## src/hdl/axi_bridge_pkg.sv

```systemverilog
package axi_bridge_pkg;

    localparam int AXI_ADDR_WIDTH = 32;
    localparam int AXI_DATA_WIDTH = 64;
    localparam int AXI_ID_WIDTH   = 4;

    typedef logic [AXI_ADDR_WIDTH-1:0]   addr_t;
    typedef logic [AXI_DATA_WIDTH-1:0]   data_t;
    typedef logic [AXI_DATA_WIDTH/8-1:0] strb_t;
    typedef logic [AXI_ID_WIDTH-1:0]     axi_id_t;
    typedef logic [1:0]                  size_t;    // Byte, half, word, double.
    typedef logic [1:0]                  resp_t;

    localparam resp_t RESP_OKAY   = 2'b00;
    localparam resp_t RESP_SLVERR = 2'b10;
    localparam resp_t RESP_DECERR = 2'b11;

    localparam logic [1:0] BURST_INCR = 2'b01;

    typedef struct packed {
        addr_t   addr;
        data_t   wdata;
        size_t   size;
        logic    write;
        logic    instr;     // Fetch access.
        axi_id_t id;
    } bus_req_t;

    typedef struct packed {
        data_t   rdata;
        resp_t   resp;
        axi_id_t id;
    } bus_rsp_t;

    typedef struct packed {
        addr_t      addr;
        axi_id_t    id;
        logic [2:0] prot;
        logic [7:0] len;
        logic [2:0] size;
        logic [1:0] burst;
    } axi_ax_t;

    typedef struct packed {
        data_t data;
        strb_t strb;
        logic  last;
    } axi_w_t;

    typedef struct packed {
        axi_id_t id;
        resp_t   resp;
    } axi_b_t;

    typedef struct packed {
        data_t   data;
        axi_id_t id;
        resp_t   resp;
        logic    last;
    } axi_r_t;

    // Single beat address phase shared by AR and AW.
    function automatic axi_ax_t make_ax(bus_req_t req);
        axi_ax_t ax;
        ax.addr  = req.addr;
        ax.id    = req.id;
        ax.prot  = req.instr ? 3'b100 : 3'b000;
        ax.len   = 8'd0;
        ax.size  = {1'b0, req.size};
        ax.burst = BURST_INCR;
        return ax;
    endfunction

endpackage

```

## src/hdl/req_arbiter.sv

```systemverilog
`timescale 1ns/1ps

module req_arbiter import axi_bridge_pkg::*; #(
    parameter axi_id_t FETCH_ID = 4'd0,
    parameter axi_id_t DATA_ID  = 4'd1
) (
    input  logic        clock,
    input  logic        rst_n_i,

    input  logic        if_addr_valid_i,
    input  logic [63:0] if_rd_addr_i,

    input  logic        mem_rw_valid_i,
    input  logic        mem_rw_req_i,
    input  logic [63:0] mem_rw_addr_i,
    input  size_t       mem_rw_size_i,
    input  data_t       mem_data_write_i,

    input  logic        release_i,
    output bus_req_t    req_o,
    output logic        req_valid_o
);

    typedef enum logic {
        IDLE,
        BUSY
    } arb_state_e;

    arb_state_e state_q;

    assign req_valid_o = (state_q == BUSY);

    always_ff @(posedge clock) begin
        if (!rst_n_i) begin
            state_q <= IDLE;
        end else begin
            case (state_q)
                IDLE: begin
                    if (mem_rw_valid_i || if_addr_valid_i) begin
                        state_q <= BUSY;
                    end
                end
                BUSY: begin
                    if (release_i) begin
                        state_q <= IDLE;    // Transaction returned to its port.
                    end
                end
                default: state_q <= IDLE;
            endcase
        end
    end

    // Request is captured once on grant and held while busy.
    always_ff @(posedge clock) begin
        if (state_q == IDLE) begin
            if (mem_rw_valid_i) begin
                req_o.addr  <= mem_rw_addr_i[AXI_ADDR_WIDTH-1:0];
                req_o.wdata <= mem_data_write_i;
                req_o.size  <= mem_rw_size_i;
                req_o.write <= mem_rw_req_i;
                req_o.instr <= 1'b0;
                req_o.id    <= DATA_ID;
            end else begin
                req_o.addr  <= if_rd_addr_i[AXI_ADDR_WIDTH-1:0];
                req_o.wdata <= '0;
                req_o.size  <= 2'd2;    // Word fetch.
                req_o.write <= 1'b0;
                req_o.instr <= 1'b1;
                req_o.id    <= FETCH_ID;
            end
        end
    end

endmodule

```

## src/hdl/axi_read_master.sv

```systemverilog
`timescale 1ns/1ps

module axi_read_master import axi_bridge_pkg::*; (
    input  logic     clock,
    input  logic     rst_n_i,

    input  bus_req_t req_i,
    input  logic     req_valid_i,

    output axi_ax_t  axi_ar_o,
    output logic     axi_ar_valid_o,
    input  logic     axi_ar_ready_i,

    input  axi_r_t   axi_r_i,
    input  logic     axi_r_valid_i,
    output logic     axi_r_ready_o,

    output bus_rsp_t rsp_o,
    output logic     rd_done_o
);

    typedef enum logic [1:0] {
        IDLE,
        ADDR,
        DATA,
        DONE
    } rd_state_e;

    rd_state_e state_q;
    logic      r_fire;

    assign axi_ar_o       = make_ax(req_i);     // Request is stable while granted.
    assign axi_ar_valid_o = (state_q == ADDR);
    assign axi_r_ready_o  = (state_q == DATA);
    assign r_fire         = axi_r_valid_i && axi_r_ready_o;

    always_ff @(posedge clock) begin
        if (!rst_n_i) begin
            state_q   <= IDLE;
            rd_done_o <= 1'b0;
        end else begin
            rd_done_o <= r_fire;
            case (state_q)
                IDLE: begin
                    if (req_valid_i && !req_i.write) begin
                        state_q <= ADDR;
                    end
                end
                ADDR: begin
                    if (axi_ar_ready_i) begin
                        state_q <= DATA;
                    end
                end
                DATA: begin
                    if (axi_r_valid_i) begin
                        state_q <= DONE;
                    end
                end
                DONE: begin
                    if (!req_valid_i) begin
                        state_q <= IDLE;    // Arbiter has dropped the grant.
                    end
                end
                default: state_q <= IDLE;
            endcase
        end
    end

    always_ff @(posedge clock) begin
        if (r_fire) begin
            rsp_o.rdata <= axi_r_i.data;
            rsp_o.resp  <= axi_r_i.resp;
            rsp_o.id    <= axi_r_i.id;
        end
    end

endmodule

```

## src/hdl/axi_write_master.sv

```systemverilog
`timescale 1ns/1ps

module axi_write_master import axi_bridge_pkg::*; (
    input  logic     clock,
    input  logic     rst_n_i,

    input  bus_req_t req_i,
    input  logic     req_valid_i,

    output axi_ax_t  axi_aw_o,
    output logic     axi_aw_valid_o,
    input  logic     axi_aw_ready_i,

    output axi_w_t   axi_w_o,
    output logic     axi_w_valid_o,
    input  logic     axi_w_ready_i,

    input  axi_b_t   axi_b_i,
    input  logic     axi_b_valid_i,
    output logic     axi_b_ready_o,

    output bus_rsp_t rsp_o,
    output logic     wr_done_o
);

    typedef enum logic [1:0] {
        IDLE,
        ADDR,
        RESP,
        DONE
    } wr_state_e;

    wr_state_e state_q;
    strb_t     base_strb;
    logic      aw_pend;
    logic      w_pend;
    logic      b_fire;

    always_comb begin
        case (req_i.size)
            2'd0:    base_strb = 8'h01;
            2'd1:    base_strb = 8'h03;
            2'd2:    base_strb = 8'h0f;
            default: base_strb = 8'hff;
        endcase
    end

    assign axi_aw_o      = make_ax(req_i);
    assign axi_w_o.data  = req_i.wdata << {req_i.addr[2:0], 3'b000};  // Move into lanes.
    assign axi_w_o.strb  = base_strb << req_i.addr[2:0];
    assign axi_w_o.last  = 1'b1;

    // Channel still waiting after this cycle.
    assign aw_pend       = axi_aw_valid_o && !axi_aw_ready_i;
    assign w_pend        = axi_w_valid_o && !axi_w_ready_i;

    assign axi_b_ready_o = (state_q == RESP);
    assign b_fire        = axi_b_valid_i && axi_b_ready_o;

    always_ff @(posedge clock) begin
        if (!rst_n_i) begin
            state_q        <= IDLE;
            axi_aw_valid_o <= 1'b0;
            axi_w_valid_o  <= 1'b0;
            wr_done_o      <= 1'b0;
        end else begin
            wr_done_o <= b_fire;
            case (state_q)
                IDLE: begin
                    if (req_valid_i && req_i.write) begin
                        state_q        <= ADDR;
                        axi_aw_valid_o <= 1'b1;
                        axi_w_valid_o  <= 1'b1;
                    end
                end
                ADDR: begin
                    axi_aw_valid_o <= aw_pend;
                    axi_w_valid_o  <= w_pend;
                    if (!aw_pend && !w_pend) begin
                        state_q <= RESP;    // Both handshakes seen.
                    end
                end
                RESP: begin
                    if (axi_b_valid_i) begin
                        state_q <= DONE;
                    end
                end
                DONE: begin
                    if (!req_valid_i) begin
                        state_q <= IDLE;
                    end
                end
                default: state_q <= IDLE;
            endcase
        end
    end

    always_ff @(posedge clock) begin
        if (b_fire) begin
            rsp_o.rdata <= '0;
            rsp_o.resp  <= axi_b_i.resp;
            rsp_o.id    <= axi_b_i.id;
        end
    end

endmodule

```

## src/hdl/resp_router.sv

```systemverilog
`timescale 1ns/1ps

module resp_router import axi_bridge_pkg::*; #(
    parameter axi_id_t FETCH_ID = 4'd0,
    parameter axi_id_t DATA_ID  = 4'd1
) (
    input  logic     clock,
    input  logic     rst_n_i,

    input  bus_req_t req_i,
    input  bus_rsp_t rd_rsp_i,
    input  logic     rd_done_i,
    input  bus_rsp_t wr_rsp_i,
    input  logic     wr_done_i,

    output logic     release_o,

    output logic     if_data_valid_o,
    output data_t    if_data_o,
    output logic     mem_rw_ready_o,
    output data_t    mem_data_read_o,
    output resp_t    mem_rw_resp_o
);

    bus_rsp_t rsp;
    logic     done;
    logic     to_fetch;
    logic     to_data;
    data_t    lane_mask;
    data_t    aligned;

    assign done     = rd_done_i || wr_done_i;
    assign rsp      = rd_done_i ? rd_rsp_i : wr_rsp_i;
    assign to_fetch = (rsp.id == FETCH_ID);
    assign to_data  = (rsp.id == DATA_ID) || !to_fetch;    // Unknown IDs go to the data port.

    always_comb begin
        case (req_i.size)
            2'd0:    lane_mask = 64'h0000_0000_0000_00ff;
            2'd1:    lane_mask = 64'h0000_0000_0000_ffff;
            2'd2:    lane_mask = 64'h0000_0000_ffff_ffff;
            default: lane_mask = '1;
        endcase
    end

    assign aligned = (rsp.rdata >> {req_i.addr[2:0], 3'b000}) & lane_mask;

    always_ff @(posedge clock) begin
        if (!rst_n_i) begin
            release_o       <= 1'b0;
            if_data_valid_o <= 1'b0;
            mem_rw_ready_o  <= 1'b0;
        end else begin
            release_o       <= done;
            if_data_valid_o <= done && to_fetch;
            mem_rw_ready_o  <= done && to_data;
        end
    end

    always_ff @(posedge clock) begin
        if (done && to_fetch) begin
            if_data_o <= aligned;
        end
        if (done && to_data) begin
            mem_data_read_o <= aligned;
            mem_rw_resp_o   <= rsp.resp;
        end
    end

endmodule

```

## src/hdl/axi_bridge_top.sv

```systemverilog
`timescale 1ns/1ps

module axi_bridge_top import axi_bridge_pkg::*; #(
    parameter axi_id_t FETCH_ID = 4'd0,
    parameter axi_id_t DATA_ID  = 4'd1
) (
    input  logic        clock,
    input  logic        rst_n_i,

    input  logic        if_addr_valid_i,
    input  logic [63:0] if_rd_addr_i,
    output logic        if_data_valid_o,
    output data_t       if_data_o,

    input  logic        mem_rw_valid_i,
    input  logic        mem_rw_req_i,       // High for a store.
    input  logic [63:0] mem_rw_addr_i,
    input  size_t       mem_rw_size_i,
    input  data_t       mem_data_write_i,
    output logic        mem_rw_ready_o,
    output data_t       mem_data_read_o,
    output resp_t       mem_rw_resp_o,

    output axi_ax_t     axi_aw_o,
    output logic        axi_aw_valid_o,
    input  logic        axi_aw_ready_i,
    output axi_w_t      axi_w_o,
    output logic        axi_w_valid_o,
    input  logic        axi_w_ready_i,
    input  axi_b_t      axi_b_i,
    input  logic        axi_b_valid_i,
    output logic        axi_b_ready_o,
    output axi_ax_t     axi_ar_o,
    output logic        axi_ar_valid_o,
    input  logic        axi_ar_ready_i,
    input  axi_r_t      axi_r_i,
    input  logic        axi_r_valid_i,
    output logic        axi_r_ready_o
);

    bus_req_t req;
    logic     req_valid;
    logic     release_req;
    bus_rsp_t rd_rsp;
    logic     rd_done;
    bus_rsp_t wr_rsp;
    logic     wr_done;

    req_arbiter #(
        .FETCH_ID         (FETCH_ID),
        .DATA_ID          (DATA_ID)
    ) u_arbiter (
        .clock            (clock),
        .rst_n_i          (rst_n_i),
        .if_addr_valid_i  (if_addr_valid_i),
        .if_rd_addr_i     (if_rd_addr_i),
        .mem_rw_valid_i   (mem_rw_valid_i),
        .mem_rw_req_i     (mem_rw_req_i),
        .mem_rw_addr_i    (mem_rw_addr_i),
        .mem_rw_size_i    (mem_rw_size_i),
        .mem_data_write_i (mem_data_write_i),
        .release_i        (release_req),
        .req_o            (req),
        .req_valid_o      (req_valid)
    );

    axi_read_master u_read (
        .clock            (clock),
        .rst_n_i          (rst_n_i),
        .req_i            (req),
        .req_valid_i      (req_valid),
        .axi_ar_o         (axi_ar_o),
        .axi_ar_valid_o   (axi_ar_valid_o),
        .axi_ar_ready_i   (axi_ar_ready_i),
        .axi_r_i          (axi_r_i),
        .axi_r_valid_i    (axi_r_valid_i),
        .axi_r_ready_o    (axi_r_ready_o),
        .rsp_o            (rd_rsp),
        .rd_done_o        (rd_done)
    );

    axi_write_master u_write (
        .clock            (clock),
        .rst_n_i          (rst_n_i),
        .req_i            (req),
        .req_valid_i      (req_valid),
        .axi_aw_o         (axi_aw_o),
        .axi_aw_valid_o   (axi_aw_valid_o),
        .axi_aw_ready_i   (axi_aw_ready_i),
        .axi_w_o          (axi_w_o),
        .axi_w_valid_o    (axi_w_valid_o),
        .axi_w_ready_i    (axi_w_ready_i),
        .axi_b_i          (axi_b_i),
        .axi_b_valid_i    (axi_b_valid_i),
        .axi_b_ready_o    (axi_b_ready_o),
        .rsp_o            (wr_rsp),
        .wr_done_o        (wr_done)
    );

    resp_router #(
        .FETCH_ID         (FETCH_ID),
        .DATA_ID          (DATA_ID)
    ) u_router (
        .clock            (clock),
        .rst_n_i          (rst_n_i),
        .req_i            (req),
        .rd_rsp_i         (rd_rsp),
        .rd_done_i        (rd_done),
        .wr_rsp_i         (wr_rsp),
        .wr_done_i        (wr_done),
        .release_o        (release_req),
        .if_data_valid_o  (if_data_valid_o),
        .if_data_o        (if_data_o),
        .mem_rw_ready_o   (mem_rw_ready_o),
        .mem_data_read_o  (mem_data_read_o),
        .mem_rw_resp_o    (mem_rw_resp_o)
    );

endmodule

```

## config.mk

```make
export PLATFORM = sky130hd
export DESIGN_NAME = axi_bridge_top
export DESIGN_NICKNAME = d
export VERILOG_FILES = /design/src/hdl/axi_bridge_pkg.sv /design/src/hdl/req_arbiter.sv /design/src/hdl/axi_read_master.sv /design/src/hdl/axi_write_master.sv /design/src/hdl/resp_router.sv /design/src/hdl/axi_bridge_top.sv
export SDC_FILE = /design/constraint.sdc
export NUM_CORES = 1
export LEC_CHECK = 0
export ABC_AREA = 1
export BUFFER_PORTS_ARGS = -buffer_cell sky130_fd_sc_hd__buf_2
export CAP_MARGIN = 20
export CORE_AREA = 2 2 234 236
export DETAILED_ROUTE_END_ITERATION = 16
export DIE_AREA = 0 0 236 238
export HOLD_SLACK_MARGIN = 0.03
export PLACE_DENSITY = 0.48
export SETUP_SLACK_MARGIN = 0.3
export SLEW_MARGIN = 20
export SYNTH_ARGS = -nofsm -noshare
export SYNTH_HDL_FRONTEND = slang
export SYNTH_SLANG_ARGS = --single-unit
```

## constraint.sdc

```tcl
create_clock -name clock -period 5.4 [get_ports clock]
set_input_delay 0.54 -clock clock [delete_from_list [all_inputs] [get_ports clock]]
set_output_delay 0.54 -clock clock [all_outputs]
set_load 0.01 [all_outputs]
```

==> run metrics, run 1 <==
status=complete, no violations; Int Power=~4.9 mW; CP Depth=7; Sw Ratio=30.47%; combinational share of power=19.0%; register area share after synthesis=around three fifths; Top Ports=595; dpl ws=2.359 ns; Synth area leaders=edfxtp_1, nand2_1, buf_4; CTS tree=yes; r2r worst-path depth=7; latest clock arrival within the worst-skew pair=~0.56 ns; clock power share=36.8%; cell taking the most area after synthesis=edfxtp_1; first-pass GRT wire length=between 80,000 and 90,000 um; Flop pwr share=44.2%; Finished Layout Cells=2,810; Worst Path Required=4.86 ns; postcts setup bufs=0; drt via density=between 4 and 5; clk buf depth=3; Setup Skew=between 0.02 and 0.025 ns; Pins Over Slew Limit=0; drt pass-1 iters=5; Sink Count=319; hold slack=0.1526 ns; post-route ant nets=0; f_max=0.2794 GHz; maximum VDD drop=0.2052 mV; fraction of layout cells with a size suffix above 1=roughly 29%; Final GP Congestion=0.9348; placed cells=2,735; vias in the first global route=around 13,000; Iter 0 DRT Violations=774; GRT Total Usage=20.66%; FF-to-FF setup slack=2.69 ns; Crit path max-delay family=buffers and inverters; DPL Wire Length=44,640 um; #FFs+latches synth=319; initial antenna violation count=15; post-route cell area=0.01936 mm^2; Post-DP Area=roughly 0.018 mm^2; Starting Density=29.23%; critical path startpoint category=flip-flop; Tcrit/Tclk final=66.28%; port bufs=496; worst-margin pin slew=about 0.98 ns; Buf/Inv on CP=3; Max Cap Viol=0; Net Sw Power=roughly 2.2 mW; HP Class=in -> reg; Mean Syn Cell Area=9.301 um^2; number of distinct standard cells referenced by the synthesized netlist=31; Tmin final=3.579 ns; Synth async-reset ratio=0%; setup ws final=1.821 ns; Residual DRC=0; Layout area overhead=23.82%; Total Power=7.115 mW; global route total overflow=0; number of cell rows=85; CP Class=reg -> out; cts repair resizes=0; CP max stage cell=buf_4; CTS buffer count=38; Cells on Worst Hold Path=1; Slew headroom=between 30% and 40%; post-synth top area share=58.96%; Pwr per Cell Area=roughly 370 mW/mm^2; unrepaired setup endpoints after global routing=false; DIE AREA=around 0.056 mm^2; Chip Height=238 um; P_leak=9.084 nW; Final Hold Vio Count=0; setup TNS=0 ns; Routed WL=roughly 60,000 um; max incr delay on CP=0.74 ns; Worst Setup End Kind=output port; htree depth=2; Post-synth EDFFs=307; Die Wd=approximately 240 um; largest net degree at the start of global routing=82; Layout Nets=~2,400; via count=12,940; yosys warns=0; wire per inst=roughly 21 um; post-cts hold buffer count=0; most used flip-flop cell after synthesis=edfxtp_1; final setup violation count=0; crit path DAT=3.04 ns; clk slew on worst S/H paths=0.07 ns; Post-Route Utilization=36.19%; Critical Path, Cell by Cell=buf_4 > buf_4 > o21ai_0 > nor2_1 > o21ai_1 > nand2_1 > buf_2; Crit path top cell by count=buf_4; mapped cell area=0.01563 mm^2; critical path peak fanout=71; core area=roughly 0.053 mm^2; clk root buf=clkbuf_16; cell count after synthesis=1,681
==> layer usage <==
layer  global-route usage [%]  routed length [um]
met1                    23.38               22680
met2                    36.62               29830
met3                    5.819                4481
met4                    8.473                2367
met5                        0                  65
==> cell usage in the layout (no fill, tap or decap), drive strengths merged, types with 12 or more instances in the layout <==
cell / netlist / routed
a21oi: 21 / 21
dfxtp: 12 / 12
buf: 162 / 516
nand2: 611 / 611
clkbuf: 27 / 43
o21ai: 49 / 49
inv: 134 / 136
o211ai: 25 / 25
conb: 2 / 33
nor2: 154 / 154
edfxtp: 307 / 307
nor3: 15 / 15
nand3: 120 / 120
clkinv: 1 / 14
==> flip-flops by register name (all words and copies together) (netlist names) <==
register,count
u_arbiter.req_o,101
u_read.rsp_o,70
u_router.if_data_o,64
u_router.mem_data_read_o,64
u_write.rsp_o,6
u_read.state_q,2
u_router.mem_rw_resp_o,2
u_write.state_q,2
u_arbiter.req_valid_o,1
u_read.rd_done_o,1
u_router.if_data_valid_o,1
u_router.mem_rw_ready_o,1
u_router.release_o,1
u_write.axi_aw_valid_o,1
u_write.axi_w_valid_o,1
u_write.wr_done_o,1
==> final cells by class <==
cell class / instances / area [um^2]
antenna: 6 / 15.01
tap: 696 / 870.8
fill: 5563 / 34140
timing repair buffer: 516 / 2635
clock inverter: 26 / 271.5
multi-input combinational: 1069 / 4601
clock buffer: 43 / 991.0
sequential: 319 / 9463
inverter: 135 / 511.7
==> power groups by stage <==
stage / combinational [mW] / sequential [mW] / clock, mW
after floorplan: 0.835 / 3.18 / 0
after global placement: 1.36 / 3.19 / 0
after detailed placement: 1.37 / 3.19 / 0
after CTS: 1.37 / 3.15 / 2.70
after global routing: 1.50 / 3.17 / 2.78
final: 1.35 / 3.14 / 2.62
==> cells by family (layout without fill, tap and decap cells) <==
| group | Yosys count | count (layout) | share of synthesized area, % |
|---|---|---|---|
| AND/OR/NAND/NOR | 920 | 920 | 23.65 |
| AO/OA/AOI/OAI | 106 | 106 | 4.025 |
| adder cells (fa/ha/maj) | 10 | 10 | 0.8003 |
| flip-flops | 319 | 319 | 60.50 |
| buffers and inverters | 324 | 720 | 10.98 |
| other | 2 | 39 | 0.04803 |
==> Yosys cell counts, types with 3 or more instances <==
cell,count
nand4_1,3
buf_1,7
nand3_1,120
buf_2,38
nor2_1,150
buf_4,114
o21ai_1,23
buf_6,3
nand2_1,609
clkbuf_1,27
or2_2,9
o221ai_1,8
and2_1,8
o21ai_0,26
o211ai_1,25
dfxtp_1,12
inv_1,128
ha_1,10
edfxtp_1,307
inv_2,5
nor3_1,15
a21oi_1,21
==> final timing paths <==
kind	from	to
max	u_arbiter.req_o[72]	axi_w_o[61]
min	axi_r_i[44]	u_read.rsp_o[43]
max reg2reg	u_read.rd_done_o	u_router.if_data_o[15]
min reg2reg	u_router.release_o	u_arbiter.req_valid_o
Note: power is estimated with default switching activity, not from simulation.
==> run 2, diff against run 1 <==
--- a/config.mk
+++ b/config.mk
@@ -8,11 +8,11 @@
 export ABC_AREA = 1
 export BUFFER_PORTS_ARGS = -buffer_cell sky130_fd_sc_hd__buf_2
 export CAP_MARGIN = 20
-export CORE_AREA = 2 2 234 236
+export CORE_AREA = 2 2 233 235
 export DETAILED_ROUTE_END_ITERATION = 16
-export DIE_AREA = 0 0 236 238
+export DIE_AREA = 0 0 235 237
 export HOLD_SLACK_MARGIN = 0.03
-export PLACE_DENSITY = 0.48
+export PLACE_DENSITY = 0.5
 export SETUP_SLACK_MARGIN = 0.3
 export SLEW_MARGIN = 20
 export SYNTH_ARGS = -nofsm -noshare
==> constraint.sdc (replaced) <==
create_clock -name clock -period 3.2 [get_ports clock]
set_input_delay 0.32 -clock clock [delete_from_list [all_inputs] [get_ports clock]]
set_output_delay 0.32 -clock clock [all_outputs]
set_load 0.01 [all_outputs]
==> run 2 against run 1 <==
  * Worst setup slack lost 1.4 ns
  * Combinational power grew 90%
  * Non-clock buffer count grew 174
  * Cell area grew 8.9%
  * Final cell count grew 5.9%
  * Highest routed layer unchanged
==> run metrics, run 2 (synthesized netlist as in run 1, its figures left out) <==
status=complete, no violations; max incr delay on CP=0.47 ns (-0.27 ns); drt pass-1 iters=4 (-1); Slew headroom=48.64% (+14 points); P_leak=9.846 nW (+8.4%); hold path startpoint=if_rd_addr_i[23]; Critical Path, Cell by Cell=buf_4 > buf_6 > nor2_4 > inv_2 > o21ai_1 > and2_1 > buf_2; core area=0.05328 mm^2 (-0.40%); f_max=0.3633 GHz; Layout area overhead=34.80%; Reg with most FFs=u_arbiter.req_o; reg-to-reg critical path startpoint=u_read.rd_done_o; post-route ant nets=0 (unchanged); max reg flops=101 (unchanged); Chip Height=237 um (-0.42%); Tmin final=2.752 ns; Worst Setup End Kind=output port; Residual DRC=0 (unchanged); Starting Density=29.34% (+0.12 points); Layout Nets=2,543 (+7.3%); first-pass GRT wire length=88,060 um (+3.8%); clk buf depth=3 (unchanged); r2r endpoint=u_router.if_data_o[62]; drt via density=4.578 (-0.57%); Iter 0 DRT Violations=730 (-5.7%); DPL Wire Length=46,130 um (+3.3%); number of cell rows=85 (unchanged); CP Class=reg -> out; worst-margin pin slew=0.7686 ns (-0.2068 ns); critical path peak fanout=53 (-25%); Buf/Inv on CP=4 (+1); Tcrit/Tclk final=86.01%; Largest regs=u_arbiter.req_o: 101 flops, u_read.rsp_o: 70 flops; Setup Skew=0.03223 ns (+0.009533 ns); unrepaired setup endpoints after global routing=false; Cells on Worst Hold Path=3 (+2); most common cell after layout, fill and taps aside=nand2_1; placed cells=2,751 (+0.59%); crit path DAT=2.43 ns (-0.61 ns); Sink Count=319 (unchanged); Pins Over Slew Limit=0 (unchanged); CTS buffer count=37 (-2.6%); Max Cap Viol=0 (unchanged); final setup violation count=0 (unchanged); Die Wd=235 um (-0.42%); r2r worst-path depth=7 (unchanged); port bufs=496 (unchanged); latest clock arrival within the worst-skew pair=0.56 ns (about the same); CTS tree=yes; Top Ports=595 (unchanged); Pwr per Cell Area=575.8 mW/mm^2 (+57%); Layout fillers=5,372 (-3.4%); GRT Total Usage=21.32% (+0.66 points); htree depth=2 (unchanged); Hold Path Sink=u_arbiter.req_o[95]; DIE AREA=0.05570 mm^2 (-0.84%); FF+latch area=0.009463 mm^2 (unchanged); clk slew on worst S/H paths=0.06 ns (about the same); largest net degree at the start of global routing=107 (+30%); area of the multi-input gates=0.004634 mm^2 (+0.73%); post-route cell area=0.02108 mm^2 (+8.9%); Worst Path Required=2.88 ns (-1.98 ns); Final GP Congestion=0.9301 (-0.50%); Post-DP Area=0.01826 mm^2 (+1.0%); critical path startpoint category=flip-flop; via count=13,620 (+5.3%); setup TNS=0 ns (unchanged); CP Depth=7 (unchanged); vias in the first global route=13,890 (+6.2%); global route total overflow=0 (unchanged); Routed WL=61,420 um (+3.4%); FF-to-FF setup slack=0.83 ns (-1.86 ns); wire per inst=20.65 um (-2.4%); Crit path max-delay family=buffers and inverters; Final Hold Vio Count=0 (unchanged); clk root buf=clkbuf_16; Finished Layout Cells=2,975 (+5.9%); fraction of layout cells with a size suffix above 1=27.62% (-1.0 points); initial antenna violation count=10 (-5); maximum VDD drop=0.2905 mV (+42%); HP Class=in -> reg; CP max stage cell=edfxtp_1; most frequent cells in the layout=nand2_1, buf_2, edfxtp_1
[run 2: worst min-delay path: cells and delay by family]
kind,cells,cell delay (ns)
AND/OR/NAND/NOR,2,0.11
buffers and inverters,1,0.08
[run 2: how the worst max path moves through the flow]
stage | endpoint | from | slack [ns]
global route | axi_w_o[12] | u_arbiter.req_o[73] | 0.32
finish | axi_w_o[26] | u_arbiter.req_o[72] | 0.45
global placement | u_router.if_data_o[57] | u_read.rd_done_o | 0.81
floorplan | u_read.state_q[0] | u_arbiter.req_valid_o | 0.47
detailed placement | u_router.if_data_o[57] | u_read.rd_done_o | 0.81
CTS | axi_w_o[48] | u_arbiter.req_o[72] | 0.29
[run 2: report_power, final]
group / total (mW) / internal (mW) / switching (mW)
combinational: 2.57 / 0.883 / 1.69
sequential: 5.29 / 5.07 / 0.212
clock: 4.28 / 2.53 / 1.75
[run 2: what timing repair did]
action,4_1_cts,5_1_grt
endpoints found under the hold margin,145,0
setup endpoints to repair,2,19
setup buffers,0,7
pin swaps,0,2
gates cloned,0,1
hold buffers,150,0
gates resized for setup,0,11
[run 2: layer usage]
metal	GRT usage, %	part of all wire (%)	vias up
li1	-	-	6481
met1	23.02	37	6488
met2	39.44	52	528
met3	5.724	6.7	116
met4	8.305	4.0	6
met5	0	0.070	-
[run 2: metrics by stage]
step                      power (mW)  hold slack, ns  utilization, %  worst slack (ns)
after floorplan                6.766          0.3954               -            0.4661
after global placement         7.734          0.4162           34.27            0.8070
after detailed placement       7.754          0.4109           34.27            0.8081
after CTS                      12.24         0.03082           39.33            0.2912
after global routing           12.69         0.03444           39.56            0.3167
final                          12.14         0.06652           39.56            0.4475
[run 2: final cells by class]
cell class,instances,share of cell area (%)
inverters,135,2.434
clock inverters,23,1.205
clock buffers,41,4.464
multi-input cells,1069,21.99
well taps,696,4.132
diodes,2,0.02375
flip-flops and latches,319,44.90
repair buffers,690,20.85
